### src/translate_settings.svh
`ifndef TRANSLATE_SETTINGS_SVH
`define TRANSLATE_SETTINGS_SVH

// Bus word and address width
`define TR_DATA_WIDTH     64
`define TR_TAG_WIDTH      13

// Read flag in bit 12 and memory target in bits 11:8
`define TR_TAG_READ_MEM   13'h1100

`define TR_BURST_BEATS    8

// Three levels of 9 index bits over 4 KiB pages
`define TR_LEVELS         3
`define TR_INDEX_WIDTH    9
`define TR_PAGE_SHIFT     12
`define TR_VPN_WIDTH      27
`define TR_PPN_WIDTH      44

`define TR_CACHE_ENTRIES  4

`endif

### src/translate_pkg.sv
`include "translate_settings.svh"

package translate_pkg;

    // Client side
    typedef struct packed {
        logic [`TR_DATA_WIDTH-1:0] virt_addr;
    } trans_req_t;

    typedef struct packed {
        logic [`TR_DATA_WIDTH-1:0] phys_addr;
        logic                      fault;
        logic                      hit;        // Answer came from the cache
    } trans_resp_t;

    // Page table entry as it sits in memory
    typedef struct packed {
        logic [9:0]               reserved;   // Bits 63:54
        logic [`TR_PPN_WIDTH-1:0] ppn;        // Bits 53:10
        logic [8:0]               flags;
        logic                     valid;      // Bit 0
    } pte_t;

    typedef struct packed {
        logic                     valid;
        logic [`TR_VPN_WIDTH-1:0] vpn;
        logic [`TR_PPN_WIDTH-1:0] ppn;
    } cache_entry_t;

    // Leaf page number, or fault at the level where the walk stopped
    typedef struct packed {
        logic [`TR_PPN_WIDTH-1:0] ppn;
        logic                     fault;
    } walk_result_t;

endpackage

### src/page_walker.sv
`timescale 1ns/10ps
`include "translate_settings.svh"

module page_walker
(
    input  logic                        clk,
    input  logic                        reset,
    input  logic                        walk_req,
    output logic                        walk_ack,
    input  logic [`TR_DATA_WIDTH-1:0]   virt_addr,
    input  logic [`TR_DATA_WIDTH-1:0]   ptbr,
    output translate_pkg::walk_result_t result,
    output logic                        abtr_reqcyc,
    input  logic                        abtr_grant,
    output logic                        bus_busy,
    output logic                        main_bus_reqcyc,
    output logic [`TR_DATA_WIDTH-1:0]   main_bus_req,
    output logic [`TR_TAG_WIDTH-1:0]    main_bus_reqtag,
    input  logic                        main_bus_respcyc,
    input  logic [`TR_DATA_WIDTH-1:0]   main_bus_resp,
    input  logic [`TR_TAG_WIDTH-1:0]    main_bus_resptag,
    output logic                        main_bus_respack
);
    localparam int DATA_W  = `TR_DATA_WIDTH;
    localparam int LEVEL_W = $clog2(`TR_LEVELS);
    localparam int BEAT_W  = $clog2(`TR_BURST_BEATS);

    typedef enum logic [2:0] {
        ST_RESET,
        ST_BEGIN,
        ST_REQ,
        ST_WAIT,
        ST_RESP,
        ST_READY
    } state_t;

    state_t                       state;
    logic [LEVEL_W-1:0]           level;
    logic [BEAT_W-1:0]            beat_cnt;
    logic [DATA_W-1:0]            entry_addr;  // Address of the entry for this level
    translate_pkg::pte_t          pte_q;
    translate_pkg::pte_t          beat_pte;
    translate_pkg::pte_t          sel_pte;
    logic                         beat_in;
    logic                         beat_sel;
    logic                         last_beat;
    logic                         last_level;
    logic [`TR_INDEX_WIDTH-1:0]   next_index;

    // Table index taken from the virtual address at each level
    function automatic logic [`TR_INDEX_WIDTH-1:0] level_index(
        input logic [LEVEL_W-1:0]  lvl,
        input logic [DATA_W-1:0]   va
    );
        case (lvl)
            2'd0:    level_index = va[38:30];
            2'd1:    level_index = va[29:21];
            default: level_index = va[20:12];
        endcase
    endfunction

    // *************************************************************************
    // Burst beat handling
    // *************************************************************************

    assign beat_in    = main_bus_respcyc && (state == ST_WAIT || state == ST_RESP);
    assign beat_sel   = (beat_cnt == entry_addr[5:3]);
    assign last_beat  = beat_in && (beat_cnt == BEAT_W'(`TR_BURST_BEATS - 1));
    assign last_level = (level == LEVEL_W'(`TR_LEVELS - 1));
    assign next_index = level_index(level + 1'b1, virt_addr);

    // A beat with the wrong tag reads as an invalid entry
    assign beat_pte = (main_bus_resptag == `TR_TAG_READ_MEM) ?
                      translate_pkg::pte_t'(main_bus_resp) : '0;

    // Selected beat may be the last one of the burst
    assign sel_pte = beat_sel ? beat_pte : pte_q;

    // *************************************************************************
    // Bus side
    // *************************************************************************

    assign bus_busy         = (state == ST_REQ) || (state == ST_WAIT) || (state == ST_RESP);
    assign abtr_reqcyc      = (state == ST_BEGIN) || bus_busy;
    assign main_bus_reqcyc  = (state == ST_REQ);
    assign main_bus_req     = {entry_addr[DATA_W-1:6], 6'b0};  // Line aligned
    assign main_bus_reqtag  = `TR_TAG_READ_MEM;
    assign main_bus_respack = beat_in;

    always_ff @(posedge clk)
    begin
        if (reset)
        begin
            state    <= ST_RESET;
            level    <= '0;
            beat_cnt <= '0;
            walk_ack <= 1'b0;
        end
        else
        begin
            case (state)
                ST_RESET:
                begin
                    if (walk_req)
                    begin
                        level      <= '0;
                        entry_addr <= ptbr + (DATA_W'(level_index('0, virt_addr)) << 3);
                        state      <= ST_BEGIN;
                    end
                end
                ST_BEGIN:
                begin
                    if (abtr_grant)
                        state <= ST_REQ;
                end
                ST_REQ:
                begin
                    beat_cnt <= '0;
                    state    <= ST_WAIT;
                end
                ST_WAIT, ST_RESP:
                begin
                    if (beat_in)
                    begin
                        beat_cnt <= beat_cnt + 1'b1;
                        state    <= ST_RESP;
                        if (beat_sel)
                            pte_q <= beat_pte;
                        if (last_beat)
                        begin
                            if (!sel_pte.valid || last_level)
                            begin
                                result.ppn   <= sel_pte.ppn;
                                result.fault <= !sel_pte.valid;
                                walk_ack     <= 1'b1;
                                state        <= ST_READY;  // Bus released here
                            end
                            else
                            begin
                                level      <= level + 1'b1;
                                entry_addr <= (DATA_W'(sel_pte.ppn) << `TR_PAGE_SHIFT) +
                                              (DATA_W'(next_index) << 3);
                                state      <= ST_REQ;
                            end
                        end
                    end
                end
                ST_READY:
                begin
                    if (!walk_req)
                    begin
                        walk_ack <= 1'b0;
                        state    <= ST_RESET;
                    end
                end
                default:
                    state <= ST_RESET;
            endcase
        end
    end

endmodule

### src/translate_top.sv
`timescale 1ns/10ps
`include "translate_settings.svh"

module translate_top
(
    input  logic                        clk,
    input  logic                        reset,
    input  logic                        req,
    output logic                        ack,
    input  translate_pkg::trans_req_t   request,
    output translate_pkg::trans_resp_t  response,
    input  logic [`TR_DATA_WIDTH-1:0]   ptbr,
    output logic                        abtr_reqcyc,
    input  logic                        abtr_grant,
    output logic                        bus_busy,
    output logic                        main_bus_reqcyc,
    output logic [`TR_DATA_WIDTH-1:0]   main_bus_req,
    output logic [`TR_TAG_WIDTH-1:0]    main_bus_reqtag,
    input  logic                        main_bus_respcyc,
    input  logic [`TR_DATA_WIDTH-1:0]   main_bus_resp,
    input  logic [`TR_TAG_WIDTH-1:0]    main_bus_resptag,
    output logic                        main_bus_respack
);
    localparam int DATA_W = `TR_DATA_WIDTH;

    typedef enum logic [2:0] {
        S_IDLE,
        S_LOOKUP,
        S_WALK,
        S_ANSWER,
        S_RELEASE
    } state_t;

    state_t                       state;
    logic                         lookup_hit;
    logic [`TR_PPN_WIDTH-1:0]     lookup_ppn;
    logic                         walk_req;
    logic                         walk_ack;
    translate_pkg::walk_result_t  walk_result;
    logic                         fill_valid;
    logic [`TR_VPN_WIDTH-1:0]     vpn;

    // Page number joined with the page offset, zero on a fault
    function automatic translate_pkg::trans_resp_t make_resp(
        input logic [`TR_PPN_WIDTH-1:0]   ppn,
        input logic [`TR_PAGE_SHIFT-1:0]  offset,
        input logic                       fault,
        input logic                       hit
    );
        translate_pkg::trans_resp_t r;
        r.phys_addr = fault ? '0 : DATA_W'({ppn, offset});
        r.fault     = fault;
        r.hit       = hit;
        return r;
    endfunction

    assign vpn        = request.virt_addr[`TR_PAGE_SHIFT +: `TR_VPN_WIDTH];
    assign fill_valid = (state == S_WALK) && walk_ack && !walk_result.fault;

    // *************************************************************************
    // Client handshake
    // *************************************************************************

    always_ff @(posedge clk)
    begin
        if (reset)
        begin
            state    <= S_IDLE;
            ack      <= 1'b0;
            walk_req <= 1'b0;
        end
        else
        begin
            case (state)
                S_IDLE:
                begin
                    if (req)
                        state <= S_LOOKUP;  // Cache result registers this edge
                end
                S_LOOKUP:
                begin
                    if (lookup_hit)
                    begin
                        response <= make_resp(lookup_ppn,
                                              request.virt_addr[`TR_PAGE_SHIFT-1:0],
                                              1'b0, 1'b1);
                        ack      <= 1'b1;
                        state    <= S_ANSWER;
                    end
                    else
                    begin
                        walk_req <= 1'b1;
                        state    <= S_WALK;
                    end
                end
                S_WALK:
                begin
                    if (walk_ack)
                    begin
                        response <= make_resp(walk_result.ppn,
                                              request.virt_addr[`TR_PAGE_SHIFT-1:0],
                                              walk_result.fault, 1'b0);
                        walk_req <= 1'b0;
                        ack      <= 1'b1;
                        state    <= S_ANSWER;
                    end
                end
                S_ANSWER:
                begin
                    if (!req)
                    begin
                        ack   <= 1'b0;
                        state <= S_RELEASE;
                    end
                end
                S_RELEASE:
                begin
                    // Walker must close its own handshake first
                    if (!walk_ack)
                        state <= S_IDLE;
                end
                default:
                    state <= S_IDLE;
            endcase
        end
    end

    translation_cache cache0
    (
        .clk        (clk),
        .reset      (reset),
        .lookup_vpn (vpn),
        .lookup_hit (lookup_hit),
        .lookup_ppn (lookup_ppn),
        .fill_valid (fill_valid),
        .fill_vpn   (vpn),
        .fill_ppn   (walk_result.ppn)
    );

    page_walker walker0
    (
        .clk              (clk),
        .reset            (reset),
        .walk_req         (walk_req),
        .walk_ack         (walk_ack),
        .virt_addr        (request.virt_addr),
        .ptbr             (ptbr),
        .result           (walk_result),
        .abtr_reqcyc      (abtr_reqcyc),
        .abtr_grant       (abtr_grant),
        .bus_busy         (bus_busy),
        .main_bus_reqcyc  (main_bus_reqcyc),
        .main_bus_req     (main_bus_req),
        .main_bus_reqtag  (main_bus_reqtag),
        .main_bus_respcyc (main_bus_respcyc),
        .main_bus_resp    (main_bus_resp),
        .main_bus_resptag (main_bus_resptag),
        .main_bus_respack (main_bus_respack)
    );

endmodule

### src/translation_cache.sv
`timescale 1ns/10ps
`include "translate_settings.svh"

module translation_cache
(
    input  logic                      clk,
    input  logic                      reset,
    input  logic [`TR_VPN_WIDTH-1:0]  lookup_vpn,
    output logic                      lookup_hit,
    output logic [`TR_PPN_WIDTH-1:0]  lookup_ppn,
    input  logic                      fill_valid,
    input  logic [`TR_VPN_WIDTH-1:0]  fill_vpn,
    input  logic [`TR_PPN_WIDTH-1:0]  fill_ppn
);
    localparam int PTR_W = $clog2(`TR_CACHE_ENTRIES);

    translate_pkg::cache_entry_t  entries [`TR_CACHE_ENTRIES];
    logic [PTR_W-1:0]             rr_ptr;      // Next entry to replace
    logic                         match_any;
    logic [`TR_PPN_WIDTH-1:0]     match_ppn;

    // *************************************************************************
    // Parallel compare
    // *************************************************************************

    always_comb
    begin
        match_any = 1'b0;
        match_ppn = '0;
        for (int i = 0; i < `TR_CACHE_ENTRIES; i++)
        begin
            if (entries[i].valid && entries[i].vpn == lookup_vpn)
            begin
                match_any = 1'b1;
                match_ppn = match_ppn | entries[i].ppn;  // Fills only follow a miss
            end
        end
    end

    always_ff @(posedge clk)
    begin
        if (reset)
            lookup_hit <= 1'b0;
        else
            lookup_hit <= match_any;
        lookup_ppn <= match_ppn;
    end

    // *************************************************************************
    // Fill with round-robin replacement
    // *************************************************************************

    always_ff @(posedge clk)
    begin
        if (reset)
        begin
            rr_ptr <= '0;
            for (int i = 0; i < `TR_CACHE_ENTRIES; i++)
                entries[i].valid <= 1'b0;
        end
        else if (fill_valid)
        begin
            entries[rr_ptr] <= '{valid: 1'b1, vpn: fill_vpn, ppn: fill_ppn};
            if (rr_ptr == PTR_W'(`TR_CACHE_ENTRIES - 1))
                rr_ptr <= '0;
            else
                rr_ptr <= rr_ptr + 1'b1;
        end
    end

endmodule

### config.mk
export PLATFORM = sky130hd
export DESIGN_NAME = translate_top
export DESIGN_NICKNAME = d
export VERILOG_FILES = /design/src/translate_pkg.sv /design/src/page_walker.sv /design/src/translate_top.sv /design/src/translation_cache.sv
export VERILOG_INCLUDE_DIRS = /design/src /design/src/src
export SDC_FILE = /design/constraint.sdc
export NUM_CORES = 1
export LEC_CHECK = 0
export ABC_AREA = 0
export BUFFER_PORTS_ARGS = -buffer_cell sky130_fd_sc_hd__buf_2
export CAP_MARGIN = 20
export CORE_ASPECT_RATIO = 0.5
export CORE_MARGIN = 2
export CORE_UTILIZATION = 57
export CTS_CLUSTER_DIAMETER = 150
export DETAILED_ROUTE_END_ITERATION = 16
export GPL_ROUTABILITY_DRIVEN = 0
export GPL_TIMING_DRIVEN = 0
export PLACE_DENSITY = 0.8
export REMOVE_ABC_BUFFERS = 1
export SYNTH_ARGS = -nofsm -noshare
export SYNTH_HDL_FRONTEND = slang
export SYNTH_SLANG_ARGS = --single-unit
### constraint.sdc
create_clock -name clk -period 9 [get_ports clk]
set_input_delay 0.45 -clock clk [delete_from_list [all_inputs] [get_ports clk]]
set_output_delay 0.45 -clock clk [all_outputs]
set_load 0.005 [all_outputs]
Word-level counts from Yosys, hierarchy flattened
Memory sizes are Yosys's and may differ from the RTL's.
Index checks and enable logic that the tools add are counted.

operators by class
  eq/ne operators = 32
  $add $sub $neg = 5
  reduce and logical (&&, ||, !) cells = 37
  bitwise logic cells = 4
  muxes and demuxes = 64

operator list
  cell                  number
  $mux 64               4
  $mux 44               4
  $mux 66               2
  $or 44x44->44         3
  $pmux 66 s2           1
  $pmux 64 s2           1
  $eq 27x27->1          4
  $mux 54               2
  $mux 72               1
  $reduce_or 72->1      1
  $add 64x12->64        1
  $add 56x12->57        1
  $mux 56               1
  $mux 3                11
  $pmux 3 s5            2
  $mux 9                3
  $reduce_and 4->1      5
  $mux 1                19
  $pmux 9 s2            1
  $ne 2x2->1 const B    8
  $reduce_and 5->1      3
  $mux 2                7
  $eq 13x13->1 const B  1
  $eq 3x2->1 const B    4
  other kinds (24)      52

word-level totals
  bits in writable memories = 288
  register bits = 290
  memories kept = 1
  output and inout bits = 148
  bits of input ports = 210
  word-level logic and storage cells = 162

memory list
  memory          depth  width  read ports  clocked after Yosys merged registers in  wr ports  RTL line                 source
  cache0.entries  4      72     4           0                                        4         translation_cache.sv:17  translate_pkg::cache_entry_t entries [`TR_CACHE_ENTRIES];

Depth between registers and ports, before layout
An unclocked memory read counts as a cell.

  word-level depth = 10
  mapped depth = 10

Modules after synthesis
Synthesis repeated with hierarchy kept, for this count alone.

second synthesis, totals
  cells, all modules = 1,878
  area, all modules = 24,639.9 µm²

modules (own cells, without submodules)
  module             area each (µm²)  times used  cells each  sequential area each (µm²)
  translation_cache  13,235.2         1           861         9,589.2
  page_walker        8,578.2          1           760         4,714.5
  translate_top      2,826.5          1           257         1,841.8

Worst setup path after synthesis
No wires, ideal clock.

  path type = reg-to-reg
  start point = reg state[2]
  end point = mem cache0.entries[0][71] (netlist bit), enable pin
  setup time = 317 ps
  path slack = 1,711 ps
  data arrival time = 6,972 ps
  period minus slack after synthesis = 7,289 ps
  data required time = 8,683 ps
  stages on the path, launching flop included = 5
  path through = dfxtp_1 nand2b_1 nor4_1 nor3b_1 or2_2

RTL lines
  item                      RTL line                 source
  start: declaration        translate_top.sv:34      state_t state;
  start signal: assignment  translate_top.sv:68      state <= S_IDLE;
  start signal: assignment  translate_top.sv:78      state <= S_LOOKUP;
  start signal: assignment  translate_top.sv:88      state <= S_ANSWER;
  end: declaration          translation_cache.sv:17

Worst setup path in the final report
  start point = reg walker0.state[2]
  end point = reg walker0.result[28] (netlist bit), enable pin

on the way
  cells in the longest elaborated chain, start to end = 5

RTL lines
  item                                      RTL line                               source
  start: declaration                        page_walker.sv:37                      state_t state;
  start signal: assignment                  page_walker.sv:94                      state <= ST_RESET;
  start signal: assignment                  page_walker.sv:108                     state <= ST_BEGIN;
  start signal: assignment                  page_walker.sv:114                     state <= ST_REQ;
  $eq 3x2->1 or $eq 3x3->1 (tied branches)  page_walker.sv:66, page_walker.sv:101
  $logic_or 1x1->1                          page_walker.sv:66                      assign beat_in = main_bus_respcyc && (state == ST_WAIT || state == ST_RESP);
  $logic_and 1x1->1                         page_walker.sv:66
  $logic_and 1x1->1                         page_walker.sv:68                      assign last_beat = beat_in && (beat_cnt == BEAT_W'(`TR_BURST_BEATS - 1));
  $reduce_and 5->1 (no line) (*)            --
  end: declaration                          page_walker.sv:12                      output translate_pkg::walk_result_t result,

Mark *: on every way between the ends. The rest lies on a longest branch, timed or not.
A chain may end at the register's enable or synchronous reset.

==> metrics.md <==
| Metric | Value |
|---|---|
| Status | `finished, final reports clean` |
| Mapped Area | `24100 µm²` |
| Pre-CTS setup slack | `4.95 ns` |
| CTS Buf Count | `48` |
| Maximum vdd drop | `0.143 mV` |
| Mux contribution to synthesized area | `0.400%` |
| Wirelength per Cell | `22.3 µm` |
| Startpoint Class | `register` |
| Routed Antenna Nets | `0` |
| Final Hold Fails | `0` |
| Clk_lat worst skew | `0.58 ns` |
| Critical path fanouts, max | `39` |
| #FFs+latches synth | `558` |
| Final wirelength | `56.8 mm` |
| Initial antenna violation count | `6` |
| Synth cell types | `71` |
| DIE AREA | `44000 µm²` |
| Final WS setup | `5.31 ns` |
| FF+latch area | `16100 µm²` |
| Post-route insts no fill | `2544` |
| Clock Power Share | `39.7%` |
| RSZ-0062 raised after global routing | `false` |
| Final setup fails | `0` |
| Reg-to-reg critical path endpoint | `walker0.result[28]$_DFFE_PP_` |
| Max Cap Viol | `0` |
| Layout cell share with drive strength beyond 1 | `23.7%` |
| R2r startpoint | `walker0.state[2]$_SDFFE_PP0P_` |
| GRT Residual Overflow | `0` |
| Met3 wire length | `3.67 mm` |
| Die width | `295 µm` |
| Top Layer Used | `met4` |
| Gr usage total | `25.4%` |
| DR vias | `14.8k` |
| Fmax | `271 MHz` |
| 1st-iter DRT viols | `1358` |
| Internal power | `4040 µW` |
| Lkg Pwr | `0.00940 µW` |
| DRT met1 WL | `21.5 mm` |
| Multi-input logic area | `6810 µm²` |
| Syn Inst Count | `1717` |
| Period utilization | `41.0%` |
| Sw Ratio | `21.3%` |
| Core Footprint | `41800 µm²` |
| Final HPWL DP | `38.7 mm` |
| Largest net degree at the start of global routing | `87` |
| Post-CTS Resized | `0` |
| Synth Area in XOR/XNOR | `5.77%` |
| FP Rows | `53` |
| Clock root buffer | `clkbuf_16` |
| Placed Cells | `2453` |
| Synth Area in Compound Gates | `10.0%` |
| Post-synth EDFFs | `497` |
| NumNets Final | `2152` |
| Htree depth | `2` |
| Residual DRC count | `0` |
| DR pass1 iterations | `5` |
| Number of global-route vias before repair | `14.5k` |
| Final TNS setup | `0 ns` |
| Avg Vias per Cell | `5.83` |
| Register share of total power | `55.0%` |
| Slew headroom | `24.0%` |
| Mapped Avg Cell Area | `14.0 µm²` |
| Post-Synth Simple-Gate Area | `10.5%` |
| CP Capture Point | `walker0.result[28]$_DFFE_PP_` |
| Worst hold margin | `0.162 ns` |
| Adder-Cell Fraction of Synth Area | `0.863%` |
| Clock sink total | `558` |
| Least-Margin Pin Slew | `1.14 ns` |
| Crit path launch | `walker0.state[2]$_SDFFE_PP0P_` |
| Worst EP arrival | `3.95 ns` |
| Post-synth top flop | `edfxtp_1` |
| Post CTS Setup Buffer Count | `0` |
| Fin util | `65.5%` |
| I/O Buffers | `283` |
| Area delta synth->final | `13.9%` |
| Largest family of logic cells by synthesized area | `simple AND/OR/NAND/NOR gates` |
| Slowest cell on crit path | `nor2_4` |
| HP Class | `input pin to register` |
| Yosys warning total | `0` |
| FFs w/ async S/R, synth | `0%` |
| Post-route minimum period | `3.69 ns` |
| Power share of the combinational group | `5.3%` |
| Power density of the placed cells | `187 nW/µm²` |
| Largest stage delay on the critical path | `0.71 ns` |
| Clock Path Buffers | `3` |
| Fillcell total | `2917` |
| Seq/Total Area, Yosys | `67.1%` |
| Critical Path, Cell by Cell | `or3b_2 > nand2_2 > and3_1 > a21bo_2 > nor2_4 > buf_12` |
| Switching power | `1090 µW` |
| Crit Path Category | `register to register` |
| Die H | `149 µm` |
| First-pass GRT wire length | `83.8 mm` |
| Setup slack on the worst flop-to-flop path | `5.31 ns` |
| Total I/O pin count | `358` |
| CTS clk-pin slew, worst paths | `0.07 ns` |
| Clk_skew | `0.0232 ns` |
| Crit path capture type | `register` |
| Met2 WL | `29.3 mm` |
| FF-to-FF path depth | `6` |
| Slew Limit Fails | `0` |
| Initial Util | `57.5%` |
| Worst path required time | `9.26 ns` |
| TritonCTS clock tree | `done` |
| Cts hold-fix bufs | `0` |
[final cells by class]
type / count / area share [%]
sequential: 558 / 58.9
tap: 577 / 2.63
clock inverter: 25 / 0.776
clock buffer: 62 / 4.80
inverter: 21 / 0.288
timing repair buffer: 328 / 7.73
multi-input combinational: 969 / 24.8
antenna: 4 / 0.0365
[per-layer routing]
layer  track usage [%]  up-vias
met2              44.7      641
met3              3.80      132
li1                  -     6727
met4              10.9        0
met5                 0        -
met1              31.7     7326
[layout by cell type, fill, tap and decap left out, types with 27 or more instances in the layout]
master       n
edfxtp_1   497
buf_2      283
xnor2_1    136
nand2_1    133
a22o_1      88
and2_1      78
nor2_1      74
o21ai_0     62
dfxtp_1     61
clkbuf_16   50
a21oi_1     47
a221o_1     44
nand4_1     32
conb_1      27
[worst max-delay path, delay by kind of cell, from the launching register on]
family	cells	cell delay, ns
simple gates	4	2.26
buf+inv	1	0.28
compound gates	1	0.28
flops	1	0.55
[state kept, by name (all words and copies together), names as in the netlist]
register / cells
ack: 1
state: 3
response: 58
cache0.rr_ptr: 2
walker0.entry_addr: 61
walker0.pte_q: 45
walker0.beat_cnt: 3
walker0.level: 2
walk_req: 1
cache0.entries: 288
cache0.lookup_hit: 1
walker0.walk_ack: 1
walker0.result: 45
cache0.lookup_ppn: 44
walker0.state: 3
[stage by stage]
stage | cell area [µm²] | total power (µW)
2_1_floorplan | 23000 | 3010
3_3_place_gp | 25100 | 3130
3_5_place_dp | 25900 | 3140
4_1_cts | 27400 | 5150
5_1_grt | 27400 | 5270
6_report | 27400 | 5130
[logic make-up (layout without fill, tap and decap cells)]
group,after synthesis,count (layout)
xor gates and xnor gates,156,156
muxes,9,9
AOI/OAI and AO/OA,312,312
buffers and inverters,215,436
adders and majority gates,16,16
other,2,31
DFF,558,558
and+or+nand+nor,449,449
[worst min-delay path by stage]
stage                                         startpoint                             to  cells past startpoint
after floorplan            walker0.level[0]$_SDFFE_PP0P_  walker0.level[0]$_SDFFE_PP0P_                      2
after detailed placement  cache0.entries[1][3]$_DFFE_PP_   cache0.lookup_ppn[3]$_DFF_P_                      1
after global placement    cache0.entries[1][1]$_DFFE_PP_   cache0.lookup_ppn[1]$_DFF_P_                      1
final                                         request[1]          response[3]$_DFFE_PP_                      2
after CTS                                     request[7]          response[9]$_DFFE_PP_                      2
after global routing                          request[1]          response[3]$_DFFE_PP_                      2
[power by group through the flow]
stage          logic (µW)  clock network [µW]  registers (µW)
2_1_floorplan         134                   0            2880
6_report              271                2040            2820
3_5_place_dp          266                   0            2880
4_1_cts               269                2060            2820
3_3_place_gp          251                   0            2880
5_1_grt               294                2160            2820
[cell usage after synthesis, types with 11 or more instances]
cell | n | area [µm²]
o21ai_0 | 62 | 310
xor2_1 | 17 | 149
nand4_1 | 32 | 200
buf_2 | 22 | 110
clkbuf_1 | 66 | 248
nor3_1 | 15 | 75.1
inv_1 | 20 | 75.1
a221o_1 | 44 | 440
xnor2_1 | 136 | 1190
edfxtp_1 | 497 | 14900
nor2b_1 | 17 | 106
a211oi_1 | 17 | 128
nand3_1 | 21 | 105
a22o_1 | 88 | 771
buf_6 | 17 | 191
nand2_1 | 134 | 503
and2_1 | 79 | 494
dfxtp_1 | 61 | 1220
a21oi_1 | 47 | 235
nor4_1 | 11 | 68.8
ha_1 | 15 | 188
nor2_1 | 77 | 289
buf_4 | 86 | 646
No activity file was read; power rests on OpenSTA's default activity.
